File: src/include/rv_execute_settings.svh
`ifndef RV_EXECUTE_SETTINGS_SVH
`define RV_EXECUTE_SETTINGS_SVH

// data path width.
`define XLEN 32

// one divider iteration per quotient bit.
`define DIV_STEPS `XLEN

// register file address width.
`define RADDR_W 5

`endif

File: src/hdl/rv_execute_pkg.sv
`include "rv_execute_settings.svh"

package rv_execute_pkg;

  typedef logic [`XLEN-1:0] xdata_t;

  typedef enum logic [3:0] {
    ALU_ADD, ALU_SUB, ALU_SLL, ALU_SLT, ALU_SLTU,
    ALU_XOR, ALU_SRL, ALU_SRA, ALU_OR, ALU_AND
  } alu_op_e;

  typedef enum logic [3:0] {
    DIV_DIV, DIV_DIVU, DIV_REM, DIV_REMU
  } div_op_e;

  // funct3 encoding, low two bits give the size.
  typedef enum logic [3:0] {
    LSU_LB = 4'd0, LSU_LH = 4'd1, LSU_LW = 4'd2, LSU_LBU = 4'd4, LSU_LHU = 4'd5
  } lsu_op_e;

  // one operation word, decoded per unit.
  typedef union packed {
    alu_op_e alu;
    div_op_e div;
    lsu_op_e lsu;
  } op_u;

  typedef enum logic [2:0] {
    BCU_BEQ, BCU_BNE, BCU_BLT, BCU_BGE, BCU_BLTU, BCU_BGEU
  } bcu_op_e;

  typedef struct packed {
    logic valid;
    xdata_t pc;
    xdata_t npc;  // pc + 4.
    xdata_t imm;
    logic rden1;
    logic rden2;
    logic [`RADDR_W-1:0] raddr1;
    logic [`RADDR_W-1:0] raddr2;
    logic [`RADDR_W-1:0] rd;
    logic wren;
    logic alu;
    logic lui;
    logic auipc;
    logic jal;
    logic jalr;
    logic branch;
    logic load;
    logic store;
    logic division;
    op_u op;
    bcu_op_e bcu_op;
    xdata_t rdata1;
    xdata_t rdata2;
  } uop_t;

  typedef struct packed {
    logic wren;
    logic [`RADDR_W-1:0] waddr;
    xdata_t wdata;
  } fwd_t;

  typedef struct packed {
    logic valid;
    logic [`RADDR_W-1:0] rd;
    logic wren;
    xdata_t wdata;
    logic jump;
    xdata_t target;
    xdata_t address;
    logic [3:0] byteenable;
    logic load;
    logic store;
    xdata_t sdata;
    lsu_op_e lsu_op;
    logic exception;
    logic [3:0] ecause;
  } exec_out_t;

  typedef struct packed {
    xdata_t a;
    xdata_t b;
    xdata_t imm;
    logic sel;  // 1 picks b, 0 picks imm.
    op_u op;
  } alu_in_t;

  typedef struct packed {
    xdata_t a;
    xdata_t imm;
    xdata_t pc;
    logic auipc;
    logic jal;
    logic jalr;
    logic branch;
    logic taken;
    logic load;
    logic store;
    op_u op;
  } agu_in_t;

  typedef struct packed {
    xdata_t address;
    logic [3:0] byteenable;
    logic exception;
    logic [3:0] ecause;
  } agu_out_t;

  typedef struct packed {
    logic start;
    xdata_t a;
    xdata_t b;
    op_u op;
  } div_in_t;

  typedef struct packed {
    logic ready;
    xdata_t result;
  } div_out_t;

  localparam exec_out_t init_exec_out = exec_out_t'(0);

endpackage

File: src/hdl/address_unit.sv
`timescale 1ns/1ns

module address_unit import rv_execute_pkg::*; (
  input agu_in_t agu_in,
  output agu_out_t agu_out
);

  xdata_t address;
  logic [3:0] be;
  logic misaligned;
  logic jump;

  always_comb begin
    if (agu_in.jal | agu_in.branch | agu_in.auipc) begin
      address = agu_in.pc + agu_in.imm;
    end else begin
      address = agu_in.a + agu_in.imm;
    end
    if (agu_in.jalr) begin
      address[0] = 1'b0;
    end
    case (agu_in.op.lsu)
      LSU_LB, LSU_LBU: begin
        be = 4'b0001 << address[1:0];
        misaligned = 1'b0;
      end
      LSU_LH, LSU_LHU: begin
        be = 4'b0011 << address[1:0];
        misaligned = address[0];
      end
      default: begin
        be = 4'b1111;
        misaligned = |address[1:0];
      end
    endcase
    jump = agu_in.jal | agu_in.jalr | (agu_in.branch & agu_in.taken);

    agu_out.address = address;
    agu_out.byteenable = (agu_in.load | agu_in.store) ? be : 4'b0000;
    agu_out.exception = 1'b0;
    agu_out.ecause = 4'd0;
    if (agu_in.load & misaligned) begin
      agu_out.exception = 1'b1;
      agu_out.ecause = 4'd4;  // load address misaligned.
    end else if (agu_in.store & misaligned) begin
      agu_out.exception = 1'b1;
      agu_out.ecause = 4'd6;  // store address misaligned.
    end else if (jump & (|address[1:0])) begin
      agu_out.exception = 1'b1;  // fetch misaligned, cause 0.
    end
  end

endmodule

File: src/hdl/alu.sv
`timescale 1ns/1ns
`include "rv_execute_settings.svh"

module alu import rv_execute_pkg::*; (
  input alu_in_t alu_in,
  output xdata_t result
);

  xdata_t op_b;
  logic [$clog2(`XLEN)-1:0] shamt;

  always_comb begin
    op_b = alu_in.sel ? alu_in.b : alu_in.imm;
    shamt = op_b[$clog2(`XLEN)-1:0];  // low bits only.
    case (alu_in.op.alu)
      ALU_ADD:  result = alu_in.a + op_b;
      ALU_SUB:  result = alu_in.a - op_b;
      ALU_SLL:  result = alu_in.a << shamt;
      ALU_SLT:  result = xdata_t'($signed(alu_in.a) < $signed(op_b));
      ALU_SLTU: result = xdata_t'(alu_in.a < op_b);
      ALU_XOR:  result = alu_in.a ^ op_b;
      ALU_SRL:  result = alu_in.a >> shamt;
      ALU_SRA:  result = xdata_t'($signed(alu_in.a) >>> shamt);
      ALU_OR:   result = alu_in.a | op_b;
      ALU_AND:  result = alu_in.a & op_b;
      default:  result = '0;
    endcase
  end

endmodule

File: src/hdl/branch_unit.sv
`timescale 1ns/1ns

module branch_unit import rv_execute_pkg::*; (
  input xdata_t a,
  input xdata_t b,
  input logic enable,
  input bcu_op_e bcu_op,
  output logic taken
);

  logic cond;

  always_comb begin
    case (bcu_op)
      BCU_BEQ:  cond = (a == b);
      BCU_BNE:  cond = (a != b);
      BCU_BLT:  cond = ($signed(a) < $signed(b));
      BCU_BGE:  cond = ($signed(a) >= $signed(b));
      BCU_BLTU: cond = (a < b);
      BCU_BGEU: cond = (a >= b);
      default:  cond = 1'b0;
    endcase
    taken = enable & cond;  // only for real branches.
  end

endmodule

File: src/hdl/divider.sv
`timescale 1ns/1ns
`include "rv_execute_settings.svh"

module divider import rv_execute_pkg::*; (
  input logic clock,
  input logic reset,
  input logic hold,
  input div_in_t div_in,
  output div_out_t div_out
);

  localparam int CW = $clog2(`DIV_STEPS + 1);

  logic busy;
  logic ready_q;
  logic [CW-1:0] count;
  xdata_t quo;
  xdata_t rem;
  xdata_t divisor;
  xdata_t result_q;
  logic neg_q;
  logic neg_r;
  logic dz;
  logic is_rem;
  logic is_signed;
  logic a_neg;
  logic b_neg;
  logic [`XLEN:0] shifted;
  logic [`XLEN:0] diff;
  xdata_t q_fix;
  xdata_t r_fix;

  always_comb begin
    is_signed = div_in.op.div inside {DIV_DIV, DIV_REM};
    a_neg = is_signed & div_in.a[`XLEN-1];
    b_neg = is_signed & div_in.b[`XLEN-1];
    shifted = {rem, quo[`XLEN-1]};
    diff = shifted - {1'b0, divisor};  // msb set means no subtract.
    q_fix = dz ? '1 : (neg_q ? -quo : quo);
    r_fix = neg_r ? -rem : rem;  // follows the dividend sign.
    div_out.ready = ready_q;
    div_out.result = result_q;
  end

  always_ff @(posedge clock) begin
    if (reset == 0) begin
      busy <= 1'b0;
      ready_q <= 1'b0;
      count <= '0;
    end else if (!hold) begin
      if (div_in.start) begin
        busy <= 1'b1;
        ready_q <= 1'b0;
        count <= CW'(`DIV_STEPS);
      end else if (busy) begin
        if (count != 0) begin
          count <= count - 1'b1;
        end else begin
          busy <= 1'b0;
          ready_q <= 1'b1;
        end
      end
    end
  end

  always_ff @(posedge clock) begin
    if (!hold) begin
      if (div_in.start) begin
        quo <= a_neg ? -div_in.a : div_in.a;
        rem <= '0;
        divisor <= b_neg ? -div_in.b : div_in.b;
        neg_q <= a_neg ^ b_neg;
        neg_r <= a_neg;
        dz <= (div_in.b == '0);
        is_rem <= div_in.op.div inside {DIV_REM, DIV_REMU};
      end else if (busy) begin
        if (count != 0) begin
          if (diff[`XLEN]) begin
            rem <= shifted[`XLEN-1:0];
            quo <= {quo[`XLEN-2:0], 1'b0};
          end else begin
            rem <= diff[`XLEN-1:0];
            quo <= {quo[`XLEN-2:0], 1'b1};
          end
        end else begin
          result_q <= is_rem ? r_fix : q_fix;  // sign fixup step.
        end
      end
    end
  end

endmodule

File: src/hdl/execute_stage.sv
`timescale 1ns/1ns
`include "rv_execute_settings.svh"

module execute_stage import rv_execute_pkg::*; (
  input logic clock,
  input logic reset,
  input uop_t in,
  input fwd_t mem_fwd,
  input fwd_t wb_fwd,
  input logic mem_stall,
  input logic clear,
  output exec_out_t q,
  output logic stall
);

  xdata_t operand1;
  xdata_t operand2;
  alu_in_t alu_in;
  xdata_t alu_result;
  logic taken;
  agu_in_t agu_in;
  agu_out_t agu_out;
  div_in_t div_in;
  div_out_t div_out;
  logic div_started;
  logic div_wait;
  exec_out_t v;
  exec_out_t r;

  operand_forward u_forward (
    .raddr1   (in.rden1 ? in.raddr1 : '0),  // unread operands see zero.
    .raddr2   (in.rden2 ? in.raddr2 : '0),
    .rdata1   (in.rdata1),
    .rdata2   (in.rdata2),
    .mem_fwd  (mem_fwd),
    .wb_fwd   (wb_fwd),
    .operand1 (operand1),
    .operand2 (operand2)
  );

  alu u_alu (
    .alu_in (alu_in),
    .result (alu_result)
  );

  branch_unit u_branch (
    .a      (operand1),
    .b      (operand2),
    .enable (in.branch),
    .bcu_op (in.bcu_op),
    .taken  (taken)
  );

  address_unit u_agu (
    .agu_in  (agu_in),
    .agu_out (agu_out)
  );

  divider u_div (
    .clock   (clock),
    .reset   (reset),
    .hold    (mem_stall),
    .div_in  (div_in),
    .div_out (div_out)
  );

  always_comb begin
    alu_in.a = operand1;
    alu_in.b = operand2;
    alu_in.imm = in.imm;
    alu_in.sel = in.rden2;
    alu_in.op = in.op;

    agu_in.a = operand1;
    agu_in.imm = in.imm;
    agu_in.pc = in.pc;
    agu_in.auipc = in.auipc;
    agu_in.jal = in.jal;
    agu_in.jalr = in.jalr;
    agu_in.branch = in.branch;
    agu_in.taken = taken;
    agu_in.load = in.load;
    agu_in.store = in.store;
    agu_in.op = in.op;

    // wait until the divider has finished this op.
    div_wait = in.valid & in.division & ~(div_started & div_out.ready);
    div_in.start = in.valid & in.division & ~div_started & ~mem_stall & ~clear;
    div_in.a = operand1;
    div_in.b = operand2;
    div_in.op = in.op;
    stall = div_wait & ~mem_stall & ~clear;

    v.valid = in.valid;
    v.rd = in.rd;
    v.wren = in.wren;
    v.jump = in.jal | in.jalr | taken;
    v.target = agu_out.address;
    v.address = agu_out.address;
    v.byteenable = agu_out.byteenable;
    v.load = in.load;
    v.store = in.store;
    v.sdata = operand2;
    v.lsu_op = in.op.lsu;
    v.exception = agu_out.exception;
    v.ecause = agu_out.ecause;

    if (in.auipc) begin
      v.wdata = agu_out.address;
    end else if (in.lui) begin
      v.wdata = in.imm;
    end else if (in.jal | in.jalr) begin
      v.wdata = in.npc;  // link value.
    end else if (in.division) begin
      v.wdata = div_out.result;
    end else begin
      v.wdata = alu_result;
    end

    if (v.exception) begin
      if (v.load) begin
        v.load = 1'b0;
        v.wren = 1'b0;
      end else if (v.store) begin
        v.store = 1'b0;
      end else begin
        v.jump = 1'b0;
        v.wren = 1'b0;
      end
    end

    if (div_wait | clear | ~in.valid) begin
      v.valid = 1'b0;
      v.wren = 1'b0;
      v.jump = 1'b0;
      v.load = 1'b0;
      v.store = 1'b0;
      v.exception = 1'b0;
    end

    q = r;
  end

  always_ff @(posedge clock) begin
    if (reset == 0) begin
      r <= init_exec_out;
    end else if (!mem_stall || clear) begin
      r <= v;
    end
  end

  always_ff @(posedge clock) begin
    if (reset == 0) begin
      div_started <= 1'b0;
    end else if (clear) begin
      div_started <= 1'b0;  // running division is dropped.
    end else if (!mem_stall) begin
      if (div_in.start) begin
        div_started <= 1'b1;
      end else if (div_started & div_out.ready) begin
        div_started <= 1'b0;
      end
    end
  end

endmodule

File: src/hdl/execute_top.sv
`timescale 1ns/1ns

module execute_top import rv_execute_pkg::*; (
  input logic clock,
  input logic reset,
  input uop_t in,
  input fwd_t mem_fwd,
  input fwd_t wb_fwd,
  input logic mem_stall,
  input logic clear,
  output exec_out_t q,
  output logic stall,
  output logic redirect_valid,
  output xdata_t redirect_target
);

  execute_stage u_stage (
    .clock     (clock),
    .reset     (reset),
    .in        (in),
    .mem_fwd   (mem_fwd),
    .wb_fwd    (wb_fwd),
    .mem_stall (mem_stall),
    .clear     (clear),
    .q         (q),
    .stall     (stall)
  );

  assign redirect_valid = q.jump;
  assign redirect_target = q.target;

endmodule

File: src/hdl/operand_forward.sv
`timescale 1ns/1ns
`include "rv_execute_settings.svh"

module operand_forward import rv_execute_pkg::*; (
  input logic [`RADDR_W-1:0] raddr1,
  input logic [`RADDR_W-1:0] raddr2,
  input xdata_t rdata1,
  input xdata_t rdata2,
  input fwd_t mem_fwd,
  input fwd_t wb_fwd,
  output xdata_t operand1,
  output xdata_t operand2
);

  function automatic xdata_t pick(input logic [`RADDR_W-1:0] addr, input xdata_t data,
                                  input fwd_t mem_w, input fwd_t wb_w);
    if (addr == '0) begin
      return '0;  // x0.
    end else if (mem_w.wren && mem_w.waddr == addr) begin
      return mem_w.wdata;  // youngest write wins.
    end else if (wb_w.wren && wb_w.waddr == addr) begin
      return wb_w.wdata;
    end
    return data;
  endfunction

  always_comb begin
    operand1 = pick(raddr1, rdata1, mem_fwd, wb_fwd);
    operand2 = pick(raddr2, rdata2, mem_fwd, wb_fwd);
  end

endmodule

File: config.mk
export PLATFORM = sky130hd
export DESIGN_NAME = execute_top
export DESIGN_NICKNAME = d
export VERILOG_FILES = /design/src/hdl/rv_execute_pkg.sv /design/src/hdl/address_unit.sv /design/src/hdl/alu.sv /design/src/hdl/branch_unit.sv /design/src/hdl/divider.sv /design/src/hdl/execute_stage.sv /design/src/hdl/execute_top.sv /design/src/hdl/operand_forward.sv
export VERILOG_INCLUDE_DIRS = /design/src /design/src/include
export SDC_FILE = /design/constraint.sdc
export NUM_CORES = 2
export LEC_CHECK = 0
export ABC_CLOCK_PERIOD_IN_PS = 15000
export CORE_AREA = 2 2 209 211
export DETAILED_ROUTE_END_ITERATION = 10
export DIE_AREA = 0 0 211 213
export DONT_BUFFER_PORTS = 1
export GPL_TIMING_DRIVEN = 0
export PLACE_DENSITY = 0.95
export SLEW_MARGIN = 20
export SYNTH_ARGS = -nofsm -noshare
export SYNTH_HDL_FRONTEND = slang
export SYNTH_SLANG_ARGS = --single-unit
File: constraint.sdc
create_clock -name clock -period 15 [get_ports clock]
set_input_delay 0 -clock clock [delete_from_list [all_inputs] [get_ports clock]]
set_output_delay 0 -clock clock [all_outputs]
set_load 0.005 [all_outputs]
==> results of run 1 <==
[cells by family after synthesis]
logic type / count (synthesis) / synth area share (%)
adders and majority gates: 202 / 8.66
other: 1 / 0.0127
muxes: 225 / 7.73
and+or+nand+nor: 1234 / 18.9
AOI/OAI and AO/OA: 1330 / 29.4
buffers and inverters: 529 / 7.82
xor gates and xnor gates: 186 / 5.52
DFF: 258 / 22.0
[layer usage]
layer  overflow  global-route usage, %
met1        121                   79.8
met2        354                   93.9
met3        187                   73.3
met4        235                   75.1
met5         22                   51.7
[through the flow]
stage | cell area, um^2 | worst slack (ns) | hold WS (ns) | utilization, % | std cells
CTS | 32300 | 7.30 | 0.0000721 | 75.6 | 4663
detailed placement | 30500 | 7.27 | 0.0853 | 71.5 | 4534
global placement | 30200 | 6.94 | 0.0804 | 70.8 | 4512
floorplan | 29500 | 9.28 | 0.0785 | - | 3966
[synthesized netlist by cell type (all sizes together), types with 86 or more instances]
master and instances:
nand2 438, nor2 386, a21oi 377, o21ai 281, mux2i 200, inv 199, ha 198, clkbuf 193
buf 133, edfxtp 132, dfxtp 126, xnor2 104, nor3 86
[what timing repair did]
item | 4_1_cts
endpoints found under the setup margin | 0
hold endpoints to repair | 78
hold buffers | 80
buffers inserted | 0
==> impl_metrics.env, run 1 <==
export IMPL_status="did not finish"
export IMPL_haltStage="global routing (5_1_grt)"
export IMPL_error="[ERROR GRT-0116] Global routing finished with congestion. Check the congestion regions in the DRC Viewer."
export IMPL_ys_types=93
export IMPL_cts_made_buffers=28
export IMPL_syn_avg_cell_area_um2=7.45
export IMPL_grt_pass1_wl_mm=270
export IMPL_syn_inst=3965
export IMPL_grt_pass1_vias=39900
export IMPL_clock_sinks=258
export IMPL_synth_edf_count=132
export IMPL_overflow=919
export IMPL_start_util_pct=69.2
export IMPL_yosysSeqAreaShare_pct=22.0
export IMPL_syn_area_mm2=0.0295
export IMPL_num_rows=76
export IMPL_hpwl_mm=123
export IMPL_synth_top_cell_by_area="edfxtp_1"
export IMPL_ios=460
export IMPL_grt_max_degree=44
export IMPL_cts_buffer_depth=3
export IMPL_fp_dieH_um=213
export IMPL_cts_resized=0
export IMPL_gp_congestion=1.57
export IMPL_port_buffers=0
export IMPL_ctsRootBufferMaster="clkbuf_16"
export IMPL_yosysWarnings=0
export IMPL_grt_total_usage_pct=80.9
export IMPL_die_w_um=211
export IMPL_cts_htree_levels=1
export IMPL_yosysTopAreaCellShare_pct=13.4
export IMPL_synth_ff_type="edfxtp_1"
export IMPL_async_reset_ff_share_pct=0
export IMPL_ys_seq_elements=258
export IMPL_synth_area_top_cells="edfxtp_1 13%, dfxtp_1 8.5%, ha_1 8.4%"
==> run 2, diff against run 1 <==
--- a/config.mk
+++ b/config.mk
@@ -7,12 +7,12 @@
 export NUM_CORES = 2
 export LEC_CHECK = 0
 export ABC_CLOCK_PERIOD_IN_PS = 15000
-export CORE_AREA = 2 2 209 211
+export CORE_AREA = 2 2 275 277
 export DETAILED_ROUTE_END_ITERATION = 10
-export DIE_AREA = 0 0 211 213
+export DIE_AREA = 0 0 277 279
 export DONT_BUFFER_PORTS = 1
 export GPL_TIMING_DRIVEN = 0
-export PLACE_DENSITY = 0.95
+export PLACE_DENSITY_LB_ADDON = 0.15
 export SLEW_MARGIN = 20
 export SYNTH_ARGS = -nofsm -noshare
 export SYNTH_HDL_FRONTEND = slang
==> impl_metrics.env, run 2 <==
export IMPL_status="completed"
export IMPL_drc_errors=0
export IMPL_fill_cells=7668
export IMPL_largest_reg_flops=117
export IMPL_drive_above_1_share_pct=7.45
export IMPL_mostFrequentLayoutCells="438 x nand2_1, 383 x nor2_1, 359 x a21oi_1"
export IMPL_place_inst=4970
export IMPL_drtIter0Drc=5588
export IMPL_syn_area_mm2=0.0295
export IMPL_antenna_found_initial=31
export IMPL_yosysTopAreaCellShare_pct=13.4
export IMPL_tightest_slew_ns=1.34
export IMPL_cp_end_kind="flop"
export IMPL_min_path_type="primary input to flop"
export IMPL_clock_sinks=258
export IMPL_coreArea_mm2=0.0741
export IMPL_fin_crit_sh_pct=58.5
export IMPL_hpwl_mm=154
export IMPL_rr_worst_depth=15
export IMPL_relSlewSlack_pct=8.52
export IMPL_yosysSeqAreaShare_pct=22.0
export IMPL_wl_per_cell_um=37.0
export IMPL_grt_total_usage_pct=46.9
export IMPL_synth_top_cell_by_area="edfxtp_1"
export IMPL_wl_mm=190
export IMPL_critPathLaunchType="primary input"
export IMPL_p_per_area_mw_per_mm2=87.3
export IMPL_hold_viol=0
export IMPL_cts_made_buffers=36
export IMPL_synth_area_top_cells="edfxtp_1 13%, dfxtp_1 8.5%, ha_1 8.4%"
export IMPL_die_area_mm2=0.0773
export IMPL_power_leakage_nw=13.4
export IMPL_num_rows=100
export IMPL_cts_htree_levels=2
export IMPL_syn_avg_cell_area_um2=7.45
export IMPL_rr_endpoint="u_stage.u_div.rem[27]"
export IMPL_ios=460
export IMPL_ys_top_cells_by_count="438 x nand2_1, 386 x nor2_1, 367 x a21oi_1, 271 x o21ai_0, 200 x mux2i_1"
export IMPL_hold_depth=5
export IMPL_clkTransAtPathRegs_ns=0.06
export IMPL_rsz0062_at_grt="no"
export IMPL_yosysWarnings=0
export IMPL_setup_tns_final_ns=0
export IMPL_grt_pass1_vias=32300
export IMPL_yosysMostFrequentCell="nand2_1"
export IMPL_ys_seq_elements=258
export IMPL_rr_startpoint="u_stage.u_div.quo[31]"
export IMPL_start_util_pct=39.9
export IMPL_clk_latency_ns=0.59
export IMPL_min_from="in[100]"
export IMPL_cp_required_ns=15.47
export IMPL_syn_inst=3965
export IMPL_skew_ns=0.0288
export IMPL_gp_congestion=1.13
export IMPL_setup_viol_count_final=0
export IMPL_die_w_um=277
export IMPL_dr_pass1_iters=10
export IMPL_ff_latch_area_mm2=0.00649
export IMPL_slew_violations=0
export IMPL_layout_cells_most_common="nand2_1"
export IMPL_final_nets=4595
export IMPL_antenna_left=0
export IMPL_fin_crit_ns=8.77
export IMPL_area_delta_synth_final_pct=13.1
export IMPL_port_buffers=0
export IMPL_ctsRootBufferMaster="clkbuf_16"
export IMPL_multiInputGateArea_mm2=0.0210
export IMPL_critical_path_arrival_ns=9.24
export IMPL_num_vias=35500
export IMPL_grt_max_degree=46
export IMPL_async_reset_ff_share_pct=0
export IMPL_fp_dieH_um=279
export IMPL_grt_pass1_wl_mm=258
export IMPL_cap_violations=0
export IMPL_synth_ff_type="edfxtp_1"
export IMPL_worst_path_max_fanout=11
export IMPL_cts_tree="yes"
export IMPL_ys_types=93
export IMPL_r2r_slack_ns=9.12
export IMPL_stdcell_count=5137
export IMPL_clock_fmax_mhz=114
export IMPL_drt_vias_per_instance=6.91
export IMPL_min_to="u_stage.q[82]"
export IMPL_overflow=0
export IMPL_irDropWorstVdd_mv=0.0766
export IMPL_synth_edf_count=132
export IMPL_cts_buffer_depth=3
export IMPL_path_class="primary input to flop"
run 2: stage by stage:
| step | power [mW] | instance area [um^2] | setup slack, ns | util (%) | hold slack, ns |
|---|---|---|---|---|---|
| floorplan | 1.48 | 29500 | 9.28 | - | 0.0785 |
| global placement | 1.89 | 30700 | 6.28 | 41.5 | 0.0848 |
| detailed placement | 1.90 | 31300 | 6.87 | 42.2 | 0.0876 |
| CTS | 2.84 | 33300 | 6.87 | 45.0 | 0.000665 |
| global route | 2.97 | 33400 | 6.26 | 45.1 | 0.00362 |
| finish | 2.92 | 33400 | 6.23 | 45.1 | 0.0167 |
run 2: what timing repair did:
item | in CTS | in global routing
hold buffers | 78 | 0
gates resized for setup | 0 | 0
hold endpoints to repair | 91 | 0
setup buffers | 0 | 0
run 2: logic make-up after synthesis:
kind of cell / Yosys count / share of synthesized area, %
AOI/OAI and AO/OA: 1330 / 29.4
and+or+nand+nor: 1234 / 18.9
buffers and inverters: 529 / 7.82
DFF: 258 / 22.0
muxes: 225 / 7.73
adders and majority gates: 202 / 8.66
xor gates and xnor gates: 186 / 5.52
other: 1 / 0.0127
run 2: layout make-up:
class                   count  area share, %
multi-input cells        3179           62.7
diodes                     22          0.165
flip-flops and latches    258           19.4
plain buffers             326           4.65
inverters                 203           2.30
well taps                 969           3.63
repair buffers            114           3.32
clock inverters            26          0.926
clock buffers              40           2.83
run 2: where the power goes:
group	total, mW	internal [mW]	switching [mW]
Clock	0.927	0.550	0.378
Combinational	1.15	0.357	0.789
Sequential	0.842	0.784	0.0581
Total	2.92	1.69	1.23
run 2: worst max path at each step:
stage / from / slack (ns) / end / cells after the start
after floorplan: in[90] / 9.28 / u_stage.q[142] / 24
after global placement: in[86] / 6.28 / u_stage.q[136] / 19
after detailed placement: in[90] / 6.87 / u_stage.q[136] / 24
after CTS: in[90] / 6.87 / u_stage.q[136] / 25
after global routing: in[90] / 6.26 / u_stage.q[136] / 25
final: in[90] / 6.23 / u_stage.q[136] / 25
run 2: critical path, cell delays in order:
cell and delay, ns:
buf_2 0.15, o21ai_1 0.18, a22oi_1 0.15, a2111oi_4 0.76
mux2i_1 0.27, o21ai_2 0.58, clkbuf_1 0.65, buf_2 0.43
buf_1 0.72, ha_1 0.33, inv_1 0.08, fa_1 0.49
or2_2 0.32, a221oi_1 0.39, o211ai_1 0.24, a21oi_1 0.29
o21bai_1 0.15, a311oi_1 0.56, o21ai_0 0.29, o21ai_0 0.29
o22a_1 0.17, a21oi_1 0.21, o31ai_1 0.76, a21oi_1 0.17
dlygate4sd3_1 0.59
run 2: layer usage:
layer	up-vias	part of all wire (%)	global-route usage [%]
li1	14800	-	-
met1	17100	39	60.4
met2	2852	39	65.3
met3	716	14	16.6
met4	22	8.2	31.6
met5	-	0.12	0.813
(Power assumes the default switching activity.)
